**src/rv_defines.svh**
```systemverilog
`ifndef RV_DEFINES_SVH
`define RV_DEFINES_SVH

// data and address width
`define XLEN 64

// architectural register file
`define REG_COUNT 32
`define REG_ADDR_WIDTH 5

// reset and ebreak target
`define BOOT_ADDR 64'h0000_0000_8000_0000

`endif

```
**src/rv_pkg.sv**
```systemverilog
package rv_pkg;

   // major opcodes that affect control flow
   typedef enum logic [6:0] {
      OP_BRANCH = 7'b1100011,
      OP_JAL    = 7'b1101111,
      OP_JALR   = 7'b1100111,
      OP_SYSTEM = 7'b1110011
   } opcode_e;

   // funct3 of the conditional branches, 010 and 011 unused
   typedef enum logic [2:0] {
      BR_EQ  = 3'b000,
      BR_NE  = 3'b001,
      BR_LT  = 3'b100,
      BR_GE  = 3'b101,
      BR_LTU = 3'b110,
      BR_GEU = 3'b111
   } branch_op_e;

   // immediate formats
   typedef enum logic [1:0] {
      IMM_I = 2'd0,
      IMM_B = 2'd1,
      IMM_J = 2'd2
   } imm_sel_e;

endpackage

```
**src/branch_decode.sv**
```systemverilog
`timescale 1ns/1ps
`include "rv_defines.svh"

module branch_decode (
   input  logic [31:0]                instr,
   input  logic                       ena,
   output logic [`REG_ADDR_WIDTH-1:0] rs1_addr,
   output logic [`REG_ADDR_WIDTH-1:0] rs2_addr,
   output logic [`REG_ADDR_WIDTH-1:0] rd_addr,
   output rv_pkg::imm_sel_e           imm_sel,
   output rv_pkg::branch_op_e         branch_op,
   output logic                       is_branch,
   output logic                       is_jal,
   output logic                       is_jalr,
   output logic                       is_ebreak,
   output logic                       link_en
);
   import rv_pkg::*;

   opcode_e    opcode;
   logic [2:0] funct3;
   logic       funct3_ok;

   assign opcode   = opcode_e'(instr[6:0]);
   assign funct3   = instr[14:12];
   assign rd_addr  = instr[11:7];
   assign rs1_addr = instr[19:15];
   assign rs2_addr = instr[24:20];

   assign branch_op = branch_op_e'(funct3);

   always_comb begin
      case (funct3)
         3'b010, 3'b011: funct3_ok = 1'b0; // reserved encodings
         default:        funct3_ok = 1'b1;
      endcase
   end

   always_comb begin
      is_branch = 1'b0;
      is_jal    = 1'b0;
      is_jalr   = 1'b0;
      is_ebreak = 1'b0;
      imm_sel   = IMM_I;
      case (opcode)
         OP_BRANCH: begin
            imm_sel   = IMM_B;
            is_branch = funct3_ok; // bad funct3 falls through to pc+4
         end
         OP_JAL: begin
            imm_sel = IMM_J;
            is_jal  = 1'b1;
         end
         OP_JALR: begin
            is_jalr = 1'b1;
         end
         OP_SYSTEM: begin
            // ebreak only, every other field must be zero
            is_ebreak = (instr[31:20] == 12'h001) && (instr[19:7] == 13'd0);
         end
         default: begin
            imm_sel = IMM_I;
         end
      endcase
   end

   // link only while running and not into x0
   assign link_en = ena & (is_jal | is_jalr) & (rd_addr != '0);

endmodule

```
**src/imm_gen.sv**
```systemverilog
`timescale 1ns/1ps
`include "rv_defines.svh"

module imm_gen (
   input  logic [31:0]       instr,
   input  rv_pkg::imm_sel_e  imm_sel,
   output logic [`XLEN-1:0]  imm
);
   import rv_pkg::*;

   logic [11:0] imm_i;
   logic [12:0] imm_b;
   logic [20:0] imm_j;

   assign imm_i = instr[31:20];

   // scattered B fields, lsb always zero
   assign imm_b = {instr[31], instr[7], instr[30:25], instr[11:8], 1'b0};

   // scattered J fields, lsb always zero
   assign imm_j = {instr[31], instr[19:12], instr[20], instr[30:21], 1'b0};

   always_comb begin
      case (imm_sel)
         IMM_B: begin
            imm = {{(`XLEN-13){imm_b[12]}}, imm_b};
         end
         IMM_J: begin
            imm = {{(`XLEN-21){imm_j[20]}}, imm_j};
         end
         default: begin
            imm = {{(`XLEN-12){imm_i[11]}}, imm_i}; // jalr
         end
      endcase
   end

endmodule

```
**src/reg_file.sv**
```systemverilog
`timescale 1ns/1ps
`include "rv_defines.svh"

module reg_file (
   input  logic                       clk,
   input  logic                       rst,
   input  logic                       ena,
   input  logic                       wr_en,
   input  logic [`REG_ADDR_WIDTH-1:0] wr_addr,
   input  logic [`XLEN-1:0]           wr_data,
   input  logic                       link_en,
   input  logic [`REG_ADDR_WIDTH-1:0] rd_addr,
   input  logic [`XLEN-1:0]           link_data,
   input  logic [`REG_ADDR_WIDTH-1:0] rs1_addr,
   input  logic [`REG_ADDR_WIDTH-1:0] rs2_addr,
   output logic [`XLEN-1:0]           rs1_data,
   output logic [`XLEN-1:0]           rs2_data
);

   logic [`XLEN-1:0]           regs [1:`REG_COUNT-1]; // x0 has no storage
   logic                       wb_en;
   logic [`REG_ADDR_WIDTH-1:0] wb_addr;
   logic [`XLEN-1:0]           wb_data;

   // link has priority, external port only while stalled
   assign wb_en   = link_en | (~ena & wr_en);
   assign wb_addr = link_en ? rd_addr : wr_addr;
   assign wb_data = link_en ? link_data : wr_data;

   always_ff @(posedge clk) begin
      if (rst) begin
         for (int i = 1; i < `REG_COUNT; i++) begin
            regs[i] <= '0;
         end
      end else if (wb_en && (wb_addr != '0)) begin
         regs[wb_addr] <= wb_data;
      end
   end

   assign rs1_data = (rs1_addr == '0) ? '0 : regs[rs1_addr];
   assign rs2_data = (rs2_addr == '0) ? '0 : regs[rs2_addr];

endmodule

```
**src/branch_compare.sv**
```systemverilog
`timescale 1ns/1ps
`include "rv_defines.svh"

module branch_compare (
   input  rv_pkg::branch_op_e branch_op,
   input  logic [`XLEN-1:0]   rs1_data,
   input  logic [`XLEN-1:0]   rs2_data,
   output logic               taken
);
   import rv_pkg::*;

   logic eq;
   logic lt_s;
   logic lt_u;

   assign eq   = (rs1_data == rs2_data);
   assign lt_s = ($signed(rs1_data) < $signed(rs2_data));
   assign lt_u = (rs1_data < rs2_data);

   always_comb begin
      case (branch_op)
         BR_EQ:   taken = eq;
         BR_NE:   taken = ~eq;
         BR_LT:   taken = lt_s;
         BR_GE:   taken = ~lt_s; // signed >=
         BR_LTU:  taken = lt_u;
         BR_GEU:  taken = ~lt_u;
         default: taken = 1'b0;  // reserved funct3
      endcase
   end

endmodule

```
**src/next_pc_mux.sv**
```systemverilog
`timescale 1ns/1ps
`include "rv_defines.svh"

module next_pc_mux (
   input  logic             clk,
   input  logic             rst,
   input  logic             ena,
   input  logic             is_branch,
   input  logic             is_jal,
   input  logic             is_jalr,
   input  logic             is_ebreak,
   input  logic             taken,
   input  logic [`XLEN-1:0] imm,
   input  logic [`XLEN-1:0] rs1_data,
   output logic [`XLEN-1:0] pc,
   output logic [`XLEN-1:0] link_data
);

   logic [`XLEN-1:0] pc_plus4;
   logic [`XLEN-1:0] jalr_sum;
   logic [`XLEN-1:0] next_pc;

   assign pc_plus4  = pc + `XLEN'd4;
   assign jalr_sum  = rs1_data + imm;
   assign link_data = pc_plus4;

   always_comb begin
      if (is_branch && taken) begin
         next_pc = pc + imm;
      end else if (is_branch) begin
         next_pc = pc_plus4; // not taken
      end else if (is_jal) begin
         next_pc = pc + imm;
      end else if (is_jalr) begin
         next_pc = {jalr_sum[`XLEN-1:1], 1'b0};
      end else if (is_ebreak) begin
         next_pc = `BOOT_ADDR;
      end else begin
         next_pc = pc_plus4;
      end
   end

   always_ff @(posedge clk) begin
      if (rst) begin
         pc <= `BOOT_ADDR;
      end else if (ena) begin
         pc <= next_pc;
      end
   end

endmodule

```
**src/pc_unit_top.sv**
```systemverilog
`timescale 1ns/1ps
`include "rv_defines.svh"

module pc_unit_top (
   input  logic                       clk,
   input  logic                       rst,
   input  logic                       ena,
   input  logic [31:0]                instr,
   input  logic                       wr_en,
   input  logic [`REG_ADDR_WIDTH-1:0] wr_addr,
   input  logic [`XLEN-1:0]           wr_data,
   output logic [`XLEN-1:0]           pc
);
   import rv_pkg::*;

   logic [`REG_ADDR_WIDTH-1:0] rs1_addr;
   logic [`REG_ADDR_WIDTH-1:0] rs2_addr;
   logic [`REG_ADDR_WIDTH-1:0] rd_addr;
   imm_sel_e                   imm_sel;
   branch_op_e                 branch_op;
   logic                       is_branch;
   logic                       is_jal;
   logic                       is_jalr;
   logic                       is_ebreak;
   logic                       link_en;
   logic [`XLEN-1:0]           rs1_data;
   logic [`XLEN-1:0]           rs2_data;
   logic [`XLEN-1:0]           imm;
   logic                       taken;
   logic [`XLEN-1:0]           link_data;

   branch_decode u_decode (
      .instr     (instr),
      .ena       (ena),
      .rs1_addr  (rs1_addr),
      .rs2_addr  (rs2_addr),
      .rd_addr   (rd_addr),
      .imm_sel   (imm_sel),
      .branch_op (branch_op),
      .is_branch (is_branch),
      .is_jal    (is_jal),
      .is_jalr   (is_jalr),
      .is_ebreak (is_ebreak),
      .link_en   (link_en)
   );

   imm_gen u_imm (
      .instr   (instr),
      .imm_sel (imm_sel),
      .imm     (imm)
   );

   reg_file u_regs (
      .clk       (clk),
      .rst       (rst),
      .ena       (ena),
      .wr_en     (wr_en),
      .wr_addr   (wr_addr),
      .wr_data   (wr_data),
      .link_en   (link_en),
      .rd_addr   (rd_addr),
      .link_data (link_data),
      .rs1_addr  (rs1_addr),
      .rs2_addr  (rs2_addr),
      .rs1_data  (rs1_data),
      .rs2_data  (rs2_data)
   );

   branch_compare u_cmp (
      .branch_op (branch_op),
      .rs1_data  (rs1_data),
      .rs2_data  (rs2_data),
      .taken     (taken)
   );

   next_pc_mux u_npc (
      .clk       (clk),
      .rst       (rst),
      .ena       (ena),
      .is_branch (is_branch),
      .is_jal    (is_jal),
      .is_jalr   (is_jalr),
      .is_ebreak (is_ebreak),
      .taken     (taken),
      .imm       (imm),
      .rs1_data  (rs1_data),
      .pc        (pc),
      .link_data (link_data)
   );

endmodule

```
**config.mk**
```make
export PLATFORM = sky130hd
export DESIGN_NAME = pc_unit_top
export DESIGN_NICKNAME = d
export VERILOG_FILES = /design/src/rv_pkg.sv /design/src/branch_decode.sv /design/src/imm_gen.sv /design/src/reg_file.sv /design/src/branch_compare.sv /design/src/next_pc_mux.sv /design/src/pc_unit_top.sv
export VERILOG_INCLUDE_DIRS = /design/src /design/src/src
export SDC_FILE = /design/constraint.sdc
export NUM_CORES = 2
export LEC_CHECK = 0
export ABC_CLOCK_PERIOD_IN_PS = 6710
export BUFFER_PORTS_ARGS = -buffer_cell sky130_fd_sc_hd__buf_2
export CORE_MARGIN = 3
export CORE_UTILIZATION = 40
export DETAILED_ROUTE_END_ITERATION = 16
export PLACE_DENSITY = 0.62
export SLEW_MARGIN = 20
export SYNTH_ARGS = -nofsm -noshare
export SYNTH_HDL_FRONTEND = slang
export SYNTH_SLANG_ARGS = --single-unit
```
**constraint.sdc**
```tcl
create_clock -name clk -period 6.71 [get_ports clk]
set_input_delay 0.3355 -clock clk [delete_from_list [all_inputs] [get_ports clk]]
set_output_delay 0.3355 -clock clk [all_outputs]
set_load 0.01 [all_outputs]
```
After elaboration in Yosys (flattened, before gate mapping)

Memory sizes are Yosys's and may differ from the RTL's.
Index checks and enable logic that the tools add are counted.

Memories: 1
Output and inout port bits: 64
Bits of input ports: 105
Bits in registers: 64
Word-level logic and storage cells: 67
RAM bits: 1984

Bitwise logic cells: 9
Eq/ne operators: 15
Multiplexer cells: 25
Add/sub/neg operators: 3
Reductions and logical operators: 11
Magnitude comparators: 2

Memories:

| name        | words | width | read ports | clocked after memory_dff | wr ports | RTL line       | source |
|---|---|---|---|---|---|---|---|
| u_regs.regs | 31    | 64    | 2          | 0                        | 31       | reg_file.sv:20 | `` logic [`XLEN-1:0] regs [1:`REG_COUNT-1]; `` |

Operator list:

| operator                                                               | count |
|---|---|
| 64-bit 2-to-1 mux                                                      | 9 |
| 64-bit adder                                                           | 2 |
| 64-bit less-than comparator                                            | 2 |
| 64-bit by 3-bit adder with 64-bit output, second input constant        | 1 |
| 64-bit equality test                                                   | 1 |
| 64-bit OR reduction                                                    | 1 |
| 20-bit one-hot mux with 2 select lines                                 | 1 |
| 7-bit equality test, second input constant                             | 4 |
| 13-bit zero test                                                       | 1 |
| 12-bit by 1-bit equality test with 1-bit output, second input constant | 1 |
| 3-bit equality test, second input constant                             | 4 |
| 1-bit 2-to-1 mux                                                       | 11 |
| 5-bit zero test                                                        | 2 |
| 5-bit 2-to-1 mux                                                       | 2 |
| 5-bit nonzero test                                                     | 2 |
| 3-bit by 2-bit equality test with 1-bit output, second input constant  | 2 |
| 1-bit one-hot mux with 6 select lines                                  | 1 |
| 1-bit inverter                                                         | 4 |
| 2-bit one-hot mux with 2 select lines                                  | 1 |
| 1-bit AND                                                              | 3 |
| 3-bit by 1-bit equality test with 1-bit output, second input constant  | 1 |
| 1-bit logical AND                                                      | 3 |
| 3-bit zero test                                                        | 1 |
| 2-bit by 1-bit equality test with 1-bit output, second input constant  | 1 |
| other kinds (3)                                                        | 4 |

Logic depth before layout (Yosys ltp)

Word-level depth: 13
Gate-level depth with buffers: 25
Mapped depth without buffers: 22

Modules after synthesis

A second synthesis with hierarchy kept.

Cells, all modules: 9135
Area total of the unflattened synthesis: 118810.2 µm²

By module, submodules not included:

| module         | seq. area each (µm²) | instances | area an instance (µm²) | cells each |
|---|---|---|---|---|
| reg_file       | 61499.0              | 1         | 104193.7               | 7047 |
| next_pc_mux    | 1281.2               | 1         | 12086.6                | 1735 |
| branch_compare | 0.0                  | 1         | 1676.6                 | 237 |
| imm_gen        | 0.0                  | 1         | 556.8                  | 75 |
| branch_decode  | 0.0                  | 1         | 296.5                  | 41 |

Worst setup path before layout

OpenSTA, ideal clock, no wires.

Path kind: input -> register
Start point: input port instr[15]
End point: register u_npc.pc[37]
Arrival time: 5746 ps
Data required time: 6594 ps
Setup slack: 847 ps
Path buffers: 8
Stages: 24
Library setup time: 116 ps
Path through: buf_6 buf_6 buf_2 buf_2 buf_2 buf_1 mux4_2 mux4_2 mux2i_1 nor2_1 ha_1 and3_1 nand3_1 or4_1 nor4_1 xnor2_1 nor4_1 a41oi_1 and2_1 clkbuf_1 buf_2 a221oi_1 o21ai_1 o211a_1

Word-level cells in the longest chain between the ends: 8
Elaborated cells between the ends (all ways): 22
Those cells by class: 2 x add/sub; 2 x order compare; 1 x eq/ne; 9 x mux; 3 x bitwise; 4 x reduce/logical; 1 x memory

RTL lines:

| item                                                       | RTL line          | source |
|---|---|---|
| start: declaration                                         | pc_unit_top.sv:8  | `input logic [31:0] instr,` |
| branches (longest 7 deep; another with memory 31 x 64 bit) | n/a               |  |
| 64-bit 2-to-1 mux (*)                                      | next_pc_mux.sv:28 | `if (is_branch && taken) begin` |
| end signal: assignment                                     | next_pc_mux.sv:45 | `` pc <= `BOOT_ADDR; `` |
| end signal: assignment                                     | next_pc_mux.sv:47 | `pc <= next_pc;` |
| end: declaration                                           | next_pc_mux.sv:15 | `` output logic [`XLEN-1:0] pc, `` |

Every way passes the cells marked *.
A chain may end at the register's enable or synchronous reset.

==> impl_results.md <==
* Routability cong. at 0.972
* Root Driver: clkbuf_16
* Area grow syn2layout at 12.9%
* Setup violations, final at 0
* DIE HEIGHT at 547 um
* Slew margin rel. at 14.9%
* Site Rows at 198
* Fillers at 25400
* CP max FO at 33
* Post-synthesis adder-cell area fraction at 2.09%
* Fin area at 132000 sq um
* #FFs+latches synth at 2112
* Hold_buf cts at 7
* RR Startpoint: u_regs.regs[6][59]
* Status: complete, no violations
* Global Route Usage Sum at 30.6%
* Max VDD drop at 0.204 mV
* Power consumption at 33.6 mW
* Async SR Flop Fraction at 0%
* Worst-Margin Slew at 1.28 ns
* Final Max Tran Viols at 0
* CTS tree: built
* Placed Cells at 12300
* Fmax at 0.154 GHz
* DR pass1 iterations at 8
* Worst-Skew Late Latency at 0.93 ns
* Final Critical Period at 6.48 ns
* Clock-pin transition on the worst setup and hold timing paths at 0.06 ns
* Post-Synthesis Cells at 8568
* Clk_skew at 0.0811 ns
* Synth Area in XOR/XNOR at 1.29%
* CP cell instances: mux4_2 > mux4_2 > nand2_1 > a21oi_1 > ha_1 > nand4_1 > nor4_1 > buf_4 > nand3_1 > buf_4 > nor4_1 > buf_4 > xnor2_1 > nor4_1 > a31oi_2 > nand2_1 > buf_12 > nand2b_1 > o31a_1 > a311oi_1
* Maximum clock path buffer count at 4
* Crit. End Element: flip-flop
* Area leader, netlist: edfxtp_1
* Final nets at 8891
* Post-Syn Area per Cell at 13.7 sq um
* Core area at 291000 sq um
* Number of global-route vias before repair at 84200
* Largest family of logic cells by synthesized area: multiplexers
* Pwr dens at 254 nW/um^2
* Initial antenna violation count at 22
* Final hold viol count at 0
* Slowest-stage cell, CP: nor4_1
* Cell with the most instances after synthesis: nor2_1
* Post-cts gate resize count at 0
* Vias at 86500
* Max Cap Violations at 0
* Wire length per cell at 37.1 um
* Die Wd at 547 um
* Vias per cell at 6.82
* Initial drt markers at 16100
* Worst endpoint data arrival time at 7.30 ns
* Synth warn at 0
* DP Wirelength at 277 mm
* Hold path startpoint: wr_data[6]
* Yosys cell types at 89
* Synth Area in Compound Gates at 4.84%
* Finished Layout Cells at 12700
* Crit. Startpoint: u_regs.regs[6][59]
* RSZ-0062 raised after global routing: no
* Initial Util at 40.2%
* Total grt overflow at 0
* Primary FF master, synth: edfxtp_1
* Setup Buffers After CTS at 0
* Cell area after synthesis at 117000 sq um
* Layout cell share with drive strength beyond 1 at 26.5%
* Global-route wire length before repair at 650 mm
* Worst Hold Class: in2reg
* Placed standard-cell area at 125000 sq um
* Detail Route Antenna Nets at 0
* WHS at 0.0147 ns
* Pin count of the biggest net entering global routing at 67
* Post-synth EDFFs at 2048
* Die area at 299000 sq um
* DRC viols at 0
* Max H-tree Level at 4
* Synth top area cells: edfxtp_1 (53%), mux4_2 (24%), nor2_1 (7.1%)
* Drt total wl at 469 mm
* Sum of negative setup slack at 0 ns
* Crit Path Class: reg2reg
* Synth Area in Simple Gates at 10.1%
* CP Launch Type: flip-flop
* Fin crit share at 96.6%
* Leak pwr at 46.9 nW
* Max stage delay on crit path at 1.01 ns
* Commonest cells post-synth: nor2_1 (2208), edfxtp_1 (2048), mux4_2 (1261), clkbuf_1 (663), nand2_1 (318)
* Clock sink total at 2112
* Io pins at 169
* Mux share of post-synthesis cell area at 25.0%
* CP required at 7.53 ns
* Synth top area share at 52.5%
* CTS Buf Count at 218
* Sequential fraction of the synthesis area at 53.6%
* I/O Buffers at 168
routing by layer:
| metal | vias up | GRT usage, % | wire (um) |
|---|---|---|---|
| met5 | - | 0 | 165 |
| met4 | 22 | 14.9 | 28500 |
| met3 | 1627 | 9.86 | 74700 |
| met2 | 8075 | 46.1 | 206000 |
| met1 | 43900 | 40.0 | 159000 |
| li1 | 32800 | - | - |
cells in the final DEF, fill, tap and decap left out, drive strengths merged, types with 17 or more instances in the layout:
| master | n |
|---|---|
| nor2 | 2208 |
| edfxtp | 2048 |
| mux4 | 1263 |
| buf | 575 |
| a21oi | 320 |
| nand2 | 318 |
| clkbuf | 250 |
| ha | 192 |
| a21o | 125 |
| inv | 125 |
| o21ai | 120 |
| xnor2 | 118 |
| clkinv | 101 |
| nor2b | 84 |
| dfxtp | 64 |
| conb | 64 |
| mux2i | 64 |
| nand3 | 63 |
| nor3 | 59 |
| xor2 | 54 |
| nand4 | 51 |
| a211oi | 39 |
| o21bai | 33 |
| a221oi | 28 |
| a31oi | 28 |
| bufinv | 25 |
| and3 | 23 |
| nand2b | 20 |
| o22ai | 18 |
| a22o | 17 |
| or3 | 17 |
| and2 | 17 |
cell type report:
type                       count  area (sq um)  area share [%]
antenna                       11          27.5          0.0208
clock inverter               134          1320           0.997
tap                         3900          4880            3.69
sequential                  2112         62800            47.5
inverter                     125           480           0.363
multi-input combinational   5552         51800            39.2
clock buffer                 250          5660            4.28
timing repair buffer         583          5230            3.96
through the flow:
stage / util, % / setup slack [ns]
6_report: 45.4 / 0.230
4_1_cts: 45.4 / 0.638
3_5_place_dp: 43.0 / -0.195
2_1_floorplan: - / 0.847
3_3_place_gp: 42.9 / -0.307
5_1_grt: 45.4 / 0.191
path summary, 6_finish.rpt:
path	endpoint	slack (ns)	cells past startpoint
max	u_npc.pc[62]	0.23	20
min	u_regs.regs[20][6]	0.01	3
max reg2reg	u_npc.pc[62]	0.23	20
min reg2reg	u_npc.pc[27]	0.56	2
sequential cells by signal, indices dropped and copies added, names as in the netlist:
register	cells
u_regs.regs	2048
u_npc.pc	64
logic make-up after synthesis:
group | count (synthesis)
simple gates | 2906
flops | 2112
mux | 1341
buf+inv | 967
compound gates | 875
fa+ha+maj | 194
xor+xnor | 172
other cells | 1
worst max-delay path, delay by kind of cell, from the launching register on:
family / cells / cell delay, ns
simple gates: 8 / 2.72
mux: 2 / 0.98
buf+inv: 4 / 0.94
compound gates: 4 / 0.82
fa+ha+maj: 1 / 0.43
flops: 1 / 0.40
xor+xnor: 1 / 0.07
where the power goes:
group	internal, mW	switching, mW	total [mW]
Sequential	15.1	0.390	15.5
Combinational	2.32	3.38	5.70
Clock	6.97	5.43	12.4
Note: power is estimated with default switching activity, not from simulation.
